### config.mk
export PLATFORM = sky130hd
export DESIGN_NAME = md5_core
export DESIGN_NICKNAME = d
export VERILOG_FILES = /design/src/design/md5_pkg.sv /design/src/design/md5_core.sv /design/src/design/md5_chunk_cruncher.sv /design/src/design/md5_round_functions.sv /design/src/design/md5_message_buffer.sv /design/src/design/md5_constant_rom.sv
export SDC_FILE = /design/constraint.sdc
export NUM_CORES = 2
export LEC_CHECK = 0
export BUFFER_PORTS_ARGS = -buffer_cell sky130_fd_sc_hd__clkbuf_2
export CAP_MARGIN = 20
export CORE_ASPECT_RATIO = 1.1
export CORE_UTILIZATION = 50
export DETAILED_ROUTE_END_ITERATION = 10
export PLACE_DENSITY = 0.69
export SLEW_MARGIN = 25
export SYNTH_ARGS = -nofsm -noshare
export SYNTH_HDL_FRONTEND = slang
export SYNTH_SLANG_ARGS = --single-unit
### constraint.sdc
create_clock -name clk -period 10.9 [get_ports clk]
set_input_delay 1.09 -clock clk [delete_from_list [all_inputs] [get_ports clk]]
set_output_delay 1.09 -clock clk [all_outputs]
set_load 0.02 [all_outputs]
### src/design/md5_pkg.sv
package md5_pkg;

    // datapath widths
    localparam int WORD_W  = 32;
    localparam int ROUND_W = 6;

    // standard MD5 initial chaining words
    localparam logic [WORD_W-1:0] MD5_INIT_A = 32'h67452301;
    localparam logic [WORD_W-1:0] MD5_INIT_B = 32'hefcdab89;
    localparam logic [WORD_W-1:0] MD5_INIT_C = 32'h98badcfe;
    localparam logic [WORD_W-1:0] MD5_INIT_D = 32'h10325476;

    // cruncher stage
    // crunch runs the 64 rounds, finalize folds the working registers
    // into the chaining value, finished is the idle stage
    typedef enum logic [1:0] {
        crunch   = 2'd0,
        finalize = 2'd1,
        finished = 2'd2
    } md5_stage_t;

endpackage
### src/design/md5_core.sv
`timescale 1ns/100ps

module md5_core (
    input  logic                       clk,
    input  logic                       reset,
    input  logic                       word_write,
    input  logic [3:0]                 word_index,
    input  logic [md5_pkg::WORD_W-1:0] word_data,
    input  logic                       start,
    output logic                       done,
    output logic [127:0]               digest
);

    logic [md5_pkg::ROUND_W-1:0] round_index;
    logic [md5_pkg::WORD_W-1:0]  k_word;
    logic [4:0]                  s_amount;
    logic [md5_pkg::WORD_W-1:0]  f_value;
    logic [3:0]                  message_index;
    logic [md5_pkg::WORD_W-1:0]  m_word;
    logic [md5_pkg::WORD_W-1:0]  b;
    logic [md5_pkg::WORD_W-1:0]  c;
    logic [md5_pkg::WORD_W-1:0]  d;

    md5_message_buffer u_message_buffer (
        .clk           (clk),
        .word_write    (word_write),
        .word_index    (word_index),
        .word_data     (word_data),
        .message_index (message_index),
        .m_word        (m_word)
    );

    md5_constant_rom u_constant_rom (
        .clk         (clk),
        .round_index (round_index),
        .k_word      (k_word),
        .s_amount    (s_amount)
    );

    md5_round_functions u_round_functions (
        .round_index   (round_index),
        .b             (b),
        .c             (c),
        .d             (d),
        .f_value       (f_value),
        .message_index (message_index)
    );

    // chaining value starts from the standard IV
    md5_chunk_cruncher #(
        .init_a (md5_pkg::MD5_INIT_A),
        .init_b (md5_pkg::MD5_INIT_B),
        .init_c (md5_pkg::MD5_INIT_C),
        .init_d (md5_pkg::MD5_INIT_D)
    ) u_chunk_cruncher (
        .clk         (clk),
        .reset       (reset),
        .start       (start),
        .done        (done),
        .digest      (digest),
        .round_index (round_index),
        .k_word      (k_word),
        .s_amount    (s_amount),
        .f_value     (f_value),
        .m_word      (m_word),
        .b           (b),
        .c           (c),
        .d           (d)
    );

endmodule

### src/design/md5_chunk_cruncher.sv
`timescale 1ns/100ps

module md5_chunk_cruncher #(
    parameter logic [md5_pkg::WORD_W-1:0] init_a = md5_pkg::MD5_INIT_A,
    parameter logic [md5_pkg::WORD_W-1:0] init_b = md5_pkg::MD5_INIT_B,
    parameter logic [md5_pkg::WORD_W-1:0] init_c = md5_pkg::MD5_INIT_C,
    parameter logic [md5_pkg::WORD_W-1:0] init_d = md5_pkg::MD5_INIT_D
) (
    input  logic                        clk,
    input  logic                        reset,
    input  logic                        start,
    output logic                        done,
    output logic [127:0]                digest,
    output logic [md5_pkg::ROUND_W-1:0] round_index,
    input  logic [md5_pkg::WORD_W-1:0]  k_word,
    input  logic [4:0]                  s_amount,
    input  logic [md5_pkg::WORD_W-1:0]  f_value,
    input  logic [md5_pkg::WORD_W-1:0]  m_word,
    output logic [md5_pkg::WORD_W-1:0]  b,
    output logic [md5_pkg::WORD_W-1:0]  c,
    output logic [md5_pkg::WORD_W-1:0]  d
);

    // chaining value
    logic [md5_pkg::WORD_W-1:0] a0;
    logic [md5_pkg::WORD_W-1:0] b0;
    logic [md5_pkg::WORD_W-1:0] c0;
    logic [md5_pkg::WORD_W-1:0] d0;

    logic [md5_pkg::WORD_W-1:0] a;
    logic [md5_pkg::WORD_W-1:0] t0;
    logic [md5_pkg::WORD_W-1:0] t1;

    md5_pkg::md5_stage_t         stage;
    logic [1:0]                  step;
    logic [md5_pkg::ROUND_W-1:0] round_q;

    logic [md5_pkg::WORD_W-1:0]   add_x;
    logic [md5_pkg::WORD_W-1:0]   add_y;
    logic [md5_pkg::WORD_W-1:0]   sum;
    logic [2*md5_pkg::WORD_W-1:0] rot_wide;
    logic [md5_pkg::WORD_W-1:0]   rotated;

    assign digest = {d0, c0, b0, a0};
    assign done   = (stage == md5_pkg::finished);

    // a restart must present round 0 to the registered lookups on the start edge
    assign round_index = start ? '0 : round_q;

    // left rotate, upper half of the doubled word
    assign rot_wide = {t0, t0} << s_amount;
    assign rotated  = rot_wide[2*md5_pkg::WORD_W-1:md5_pkg::WORD_W];

    // operand select for the one shared adder
    always_comb begin
        add_x = '0;
        add_y = '0;
        if (stage == md5_pkg::crunch) begin
            case (step)
                2'd0: begin
                    add_x = a;
                    add_y = k_word;
                end
                2'd1: begin
                    add_x = f_value;
                    add_y = m_word;
                end
                2'd2: begin
                    add_x = t0;
                    add_y = t1;
                end
                2'd3: begin
                    add_x = b;
                    add_y = rotated;
                end
            endcase
        end else if (stage == md5_pkg::finalize) begin
            case (step)
                2'd0: begin
                    add_x = a0;
                    add_y = a;
                end
                2'd1: begin
                    add_x = b0;
                    add_y = b;
                end
                2'd2: begin
                    add_x = c0;
                    add_y = c;
                end
                2'd3: begin
                    add_x = d0;
                    add_y = d;
                end
            endcase
        end
    end

    assign sum = add_x + add_y;

    always_ff @(posedge clk) begin
        if (reset) begin
            a0      <= init_a;
            b0      <= init_b;
            c0      <= init_c;
            d0      <= init_d;
            round_q <= '0;
            step    <= 2'd0;
            stage   <= md5_pkg::finished;
        end else if (start) begin
            round_q <= '0;
            step    <= 2'd0;
            stage   <= md5_pkg::crunch;
        end else if (stage == md5_pkg::crunch) begin
            step <= step + 2'd1;
            if (step == 2'd2) begin
                round_q <= round_q + 1'b1;
            end
            // index has wrapped after round 63
            if (step == 2'd3 && round_q == '0) begin
                stage <= md5_pkg::finalize;
            end
        end else if (stage == md5_pkg::finalize) begin
            step <= step + 2'd1;
            case (step)
                2'd0: a0 <= sum;
                2'd1: b0 <= sum;
                2'd2: c0 <= sum;
                2'd3: begin
                    d0    <= sum;
                    stage <= md5_pkg::finished;
                end
            endcase
        end
    end

    // working registers and temporaries
    always_ff @(posedge clk) begin
        if (start) begin
            a <= a0;
            b <= b0;
            c <= c0;
            d <= d0;
        end else if (stage == md5_pkg::crunch) begin
            case (step)
                2'd0: t0 <= sum;
                2'd1: t1 <= sum;
                2'd2: t0 <= sum;
                2'd3: begin
                    a <= d;
                    b <= sum;
                    c <= b;
                    d <= c;
                end
            endcase
        end
    end

endmodule

### src/design/md5_round_functions.sv
`timescale 1ns/100ps

module md5_round_functions (
    input  logic [md5_pkg::ROUND_W-1:0] round_index,
    input  logic [md5_pkg::WORD_W-1:0]  b,
    input  logic [md5_pkg::WORD_W-1:0]  c,
    input  logic [md5_pkg::WORD_W-1:0]  d,
    output logic [md5_pkg::WORD_W-1:0]  f_value,
    output logic [3:0]                  message_index
);

    logic [3:0] r;

    assign r = round_index[3:0];

    always_comb begin
        case (round_index[5:4])
            // F and i
            2'd0: begin
                f_value       = (b & c) | (~b & d);
                message_index = r;
            end
            // G and 5i+1
            2'd1: begin
                f_value       = (d & b) | (~d & c);
                message_index = {r[1:0], 2'b00} + r + 4'd1;
            end
            // H and 3i+5
            2'd2: begin
                f_value       = b ^ c ^ d;
                message_index = {r[2:0], 1'b0} + r + 4'd5;
            end
            // I and 7i, taken as 8i-i
            2'd3: begin
                f_value       = c ^ (b | ~d);
                message_index = {r[0], 3'b000} - r;
            end
        endcase
    end

endmodule

### src/design/md5_message_buffer.sv
`timescale 1ns/100ps

module md5_message_buffer (
    input  logic                       clk,
    input  logic                       word_write,
    input  logic [3:0]                 word_index,
    input  logic [md5_pkg::WORD_W-1:0] word_data,
    input  logic [3:0]                 message_index,
    output logic [md5_pkg::WORD_W-1:0] m_word
);

    // sixteen words of the current chunk
    logic [md5_pkg::WORD_W-1:0] mem [16];

    always_ff @(posedge clk) begin
        if (word_write) begin
            mem[word_index] <= word_data;
        end
    end

    // read is registered so it lines up with the constant ROM
    always_ff @(posedge clk) begin
        m_word <= mem[message_index];
    end

endmodule

### src/design/md5_constant_rom.sv
`timescale 1ns/100ps

module md5_constant_rom (
    input  logic                        clk,
    input  logic [md5_pkg::ROUND_W-1:0] round_index,
    output logic [md5_pkg::WORD_W-1:0]  k_word,
    output logic [4:0]                  s_amount
);

    logic [md5_pkg::WORD_W-1:0] k_next;
    logic [19:0]                s_row;
    logic [4:0]                 s_next;

    // sine-derived additive constants
    always_comb begin
        case (round_index)
            6'd0:  k_next = 32'hd76aa478;
            6'd1:  k_next = 32'he8c7b756;
            6'd2:  k_next = 32'h242070db;
            6'd3:  k_next = 32'hc1bdceee;
            6'd4:  k_next = 32'hf57c0faf;
            6'd5:  k_next = 32'h4787c62a;
            6'd6:  k_next = 32'ha8304613;
            6'd7:  k_next = 32'hfd469501;
            6'd8:  k_next = 32'h698098d8;
            6'd9:  k_next = 32'h8b44f7af;
            6'd10: k_next = 32'hffff5bb1;
            6'd11: k_next = 32'h895cd7be;
            6'd12: k_next = 32'h6b901122;
            6'd13: k_next = 32'hfd987193;
            6'd14: k_next = 32'ha679438e;
            6'd15: k_next = 32'h49b40821;
            6'd16: k_next = 32'hf61e2562;
            6'd17: k_next = 32'hc040b340;
            6'd18: k_next = 32'h265e5a51;
            6'd19: k_next = 32'he9b6c7aa;
            6'd20: k_next = 32'hd62f105d;
            6'd21: k_next = 32'h02441453;
            6'd22: k_next = 32'hd8a1e681;
            6'd23: k_next = 32'he7d3fbc8;
            6'd24: k_next = 32'h21e1cde6;
            6'd25: k_next = 32'hc33707d6;
            6'd26: k_next = 32'hf4d50d87;
            6'd27: k_next = 32'h455a14ed;
            6'd28: k_next = 32'ha9e3e905;
            6'd29: k_next = 32'hfcefa3f8;
            6'd30: k_next = 32'h676f02d9;
            6'd31: k_next = 32'h8d2a4c8a;
            6'd32: k_next = 32'hfffa3942;
            6'd33: k_next = 32'h8771f681;
            6'd34: k_next = 32'h6d9d6122;
            6'd35: k_next = 32'hfde5380c;
            6'd36: k_next = 32'ha4beea44;
            6'd37: k_next = 32'h4bdecfa9;
            6'd38: k_next = 32'hf6bb4b60;
            6'd39: k_next = 32'hbebfbc70;
            6'd40: k_next = 32'h289b7ec6;
            6'd41: k_next = 32'heaa127fa;
            6'd42: k_next = 32'hd4ef3085;
            6'd43: k_next = 32'h04881d05;
            6'd44: k_next = 32'hd9d4d039;
            6'd45: k_next = 32'he6db99e5;
            6'd46: k_next = 32'h1fa27cf8;
            6'd47: k_next = 32'hc4ac5665;
            6'd48: k_next = 32'hf4292244;
            6'd49: k_next = 32'h432aff97;
            6'd50: k_next = 32'hab9423a7;
            6'd51: k_next = 32'hfc93a039;
            6'd52: k_next = 32'h655b59c3;
            6'd53: k_next = 32'h8f0ccc92;
            6'd54: k_next = 32'hffeff47d;
            6'd55: k_next = 32'h85845dd1;
            6'd56: k_next = 32'h6fa87e4f;
            6'd57: k_next = 32'hfe2ce6e0;
            6'd58: k_next = 32'ha3014314;
            6'd59: k_next = 32'h4e0811a1;
            6'd60: k_next = 32'hf7537e82;
            6'd61: k_next = 32'hbd3af235;
            6'd62: k_next = 32'h2ad7d2bb;
            6'd63: k_next = 32'heb86d391;
        endcase
    end

    // rotate amounts repeat every four rounds within a quarter,
    // packed with the first round of the group in the low bits
    always_comb begin
        case (round_index[5:4])
            2'd0: s_row = {5'd22, 5'd17, 5'd12, 5'd7};
            2'd1: s_row = {5'd20, 5'd14, 5'd9, 5'd5};
            2'd2: s_row = {5'd23, 5'd16, 5'd11, 5'd4};
            2'd3: s_row = {5'd21, 5'd15, 5'd10, 5'd6};
        endcase
        s_next = s_row[round_index[1:0]*5 +: 5];
    end

    always_ff @(posedge clk) begin
        k_word   <= k_next;
        s_amount <= s_next;
    end

endmodule

==> run_results.csv <==
group,metric,value,unit
outcome,outcome,"completed",
critical_path,worst-path-max-fanout,48,
synthesis,synth_top_family_by_area,"compound AO/OA/AOI/OAI gates",
detailed_routing,ant_nets,0,
synthesis,async_flop_share,0,%
finish,stdcell_count,5040,
synthesis,synth_compound_area_share,15.9,%
synthesis,synth_xor_area_share,1.88,%
finish,syn_to_final_growth,11.1,%
finish,mostFrequentLayoutCell,"edfxtp_1",
pwr,power.density,152,mW/mm^2
clocking,clk_root_buffer_cell,"clkbuf_16",
critical_path,critical_path.top_delay_family,"compound AO/OA/AOI/OAI gates",
placement,gp_congestion,1.02,
critical_path,crit_type,"in2reg",
synthesis,ys_seq_elements,911,
finish,fin_nets,3887,
critical_path,arrival,7540,ps
synthesis,synthMuxAreaShare,14.1,%
detailed_routing,vias,33500,
clocking,cts_tree,"done",
sta,fin_worst_skew,31.8,ps
placement,dp.cells,4861,
sta,slew_viol_final,0,
sta,period_share,65.1,%
critical_path,required,11340,ps
synthesis,yosysWarnings,0,
clocking,htree_levels,3,
synthesis,synth_top_area_share,46.4,%
global_route,grt_start_max_net_pins,132,
synthesis,ys_top_cells_by_area,"edfxtp_1 46%, dfxtp_1 9.1%, mux4_2 7.2%, mux2_2 3.6%, a21oi_1 3.5%",
detailed_routing,drt_iter0_drc,4184,
sta,fmax,0.141,GHz
synthesis,synth_simple_gate_area_share,7.52,%
min_path,worstHoldStart,"u_chunk_cruncher.c0[16]$_SDFFE_PP0P_",
floorplanning,ios,169,
synthesis,yosysSeqAreaShare,55.5,%
sta,setup_viol,0,
global_route,overflow,0,
critical_path,cp_slowest_cell,"ha_2",
clocking,path_clk_slew,60,ps
synthesis,synth_top_area_cell,"edfxtp_1",
finish,final_cell_mix,"704 x edfxtp_1, 319 x a21oi_1, 308 x nand2_1",
floorplanning,core_area,0.0898,sq mm
synthesis,synth_fa_ha_area_share,1.67,%
synthesis,syn-mean-instance-area,12.0,sq um
global_route,grt_pass1_wl,210,mm
critical_path,crit_path_start,"start",
global_route,antenna_found_initial,4,
pwr,leakage,17.4,nW
synthesis,ys_types,76,
run,drv_cap,0,
min_path,hold_class,"reg2reg",
sta,hold_viol,0,
clocking,cts_resized,0,
synthesis,synthFlopType,"edfxtp_1",
placement,hpwl,88.1,mm
detailed_routing,wl,143,mm
floorplanning,dieArea,0.0924,sq mm
critical_path,cp_num_buf_inv,5,
detailed_routing,routedWlPerCell,28.3,um
critical_path,cp_cell_sequence,"buf_6 > inv_2 > nand2_1 > inv_2 > ha_2 > buf_4 > a21oi_1 > o21ai_0 > a31oi_1 > o32ai_1 > ha_1 > a211o_1 > a31oi_1 > a21oi_1 > a211o_1 > a21oi_1 > o21ai_1 > a31oi_1 > xnor2_2 > inv_2 > mux2_4",
clocking,postCtsHoldBufs,0,
detailed_routing,vias_per_cell,6.65,
sta,finalCriticalPeriod,7100,ps
clocking,cts_buffers,94,
floorplanning,die_x,290,um
global_route,grt.total_usage,30.3,%
clocking,cts.path.max_buffers,3,
critical_path,max_stage_delay,680,ps
sta,slew_headroom,32.5,%
critical_path,worstSetupEndpointType,"flip-flop",
sta,setup_tns,0,ps
clocking,cts.sinks,911,
clocking,cts_setup_buffers,0,
detailed_routing,drc,0,
sta,rsz0062_at_grt,"no",
floorplanning,start_util,50.8,%
synthesis,synth_edf_count,704,
floorplanning,rows,115,
clocking,clock_latency,700,ps
finish,drive_gt1_share,19.2,%
detailed_routing,dr.pass1.iters,6,
synthesis,syn_nets,3897,
placement,port_buffers,168,
critical_path,timing.rr.start,"u_chunk_cruncher.round_q[4]$_SDFFE_PP0P_",
pwr,vdd_drop_max,0.154,mV
sta,tightest_slew,1010,ps
synthesis,syn_inst,3798,
floorplanning,dieHeight,319,um
global_route,grt_pass1_vias,31600,
synthesis,syn_area,0.0456,sq mm
critical_path,critPathLaunchType,"primary input",
worst min-delay path: cells and delay by family, from the launching register on:
kind             cells  cell delay, ps
AO/OA/AOI/OAI        1              50
AND/OR/NAND/NOR      1              60
flip-flops           1             330
layer usage:
layer  part of all wire [%]  wire length [um]  track usage (%)
met1                     39             55000             39.9
met2                     46             65900             47.7
met4                    5.1              7240             14.8
met5                 0.0091                13                0
met3                     10             14400             6.33
sequential cells by signal, indices dropped and copies added (netlist names):
signal	flops
u_constant_rom.s_amount	5
u_message_buffer.m_word	32
u_message_buffer.mem	512
u_chunk_cruncher.d0	32
u_chunk_cruncher.b	32
u_chunk_cruncher.c	32
u_chunk_cruncher.a0	32
u_chunk_cruncher.c0	32
u_chunk_cruncher.t0	32
u_chunk_cruncher.t1	32
u_chunk_cruncher.step	2
u_chunk_cruncher.round_q	6
u_constant_rom.k_word	32
u_chunk_cruncher.b0	32
u_chunk_cruncher.d	32
u_chunk_cruncher.stage	2
u_chunk_cruncher.a	32
synthesized netlist by cell type (7+ instances only):
library cell  number
mux2_2           145
a21o_1            11
inv_1             50
o22ai_1           18
nand3b_1          38
ha_1              57
xnor2_1           22
a221oi_1          14
buf_1             85
o21a_1            14
a211oi_1          85
mux4_2           146
clkbuf_1         241
a22oi_1            7
nor2_1           237
a221o_1           62
nor2b_1           44
mux2i_1          135
inv_2             13
nand3_1           41
buf_2             16
nand4_1            7
o211ai_1          63
dfxtp_1          207
xor2_1            74
a21oi_1          320
nand2_1          313
a22o_1            30
o21ai_0          238
nand2b_1          11
nor3_1            36
and3_1            13
mux2_1            12
a31oi_1           62
o311ai_0          11
o21ai_1           21
edfxtp_1         704
a222oi_1          35
o32ai_1           63
final cells by class:
class                           count  area (sq um)
Clock inverter                     47           519
Timing Repair Buffer              238          1460
Tap cell                         1170          1460
Fill cell                        7403         39100
Clock buffer                      130          2660
Multi-Input combinational cell   2479         19000
Antenna cell                        1          2.50
Inverter                           64           240
Sequential cell                   911         25300
power breakdown:
group / internal (mW) / switching, mW / total [mW]
logic: 0.180 / 0.322 / 0.502
clock network: 1.91 / 1.39 / 3.30
registers: 3.84 / 0.0722 / 3.91
total: 5.93 / 1.78 / 7.71
metrics by stage:
stage	setup WS (ps)	total power, mW	instance area [sq um]	util, %	hold slack (ps)
3_3_place_gp	3440	4.46	47400	52.8	475
2_1_floorplan	33.1	4.29	45600	-	504
3_5_place_dp	3350	4.47	47400	52.8	480
4_1_cts	4070	7.73	50600	56.4	488
5_1_grt	3520	7.91	50600	56.4	531
6_report	3800	7.71	50600	56.4	485
path summary, 6_finish.rpt:
check	endpoint	cells after the start	slack, ps
worst max-delay path	u_chunk_cruncher.b[31]$_DFFE_PP_	21	3800
worst min-delay path	u_chunk_cruncher.c0[16]$_SDFFE_PP0P_	2	480
worst min register to register	u_chunk_cruncher.c0[16]$_SDFFE_PP0P_	2	480
worst max register to register	u_chunk_cruncher.b[31]$_DFFE_PP_	19	4370
cells by family (layout without fill, tap and decap cells):
kind of cell             after synthesis  after routing
AND/OR/NAND/NOR                      772            772
XOR/XNOR                              97             97
AO/OA/AOI/OAI                       1111           1111
buffers and inverters                408            479
other                                  0              1
flip-flops                           911            911
adder cells (fa/ha/maj)               60             60
multiplexers                         439            439
Note: power is estimated with default switching activity, not from simulation.
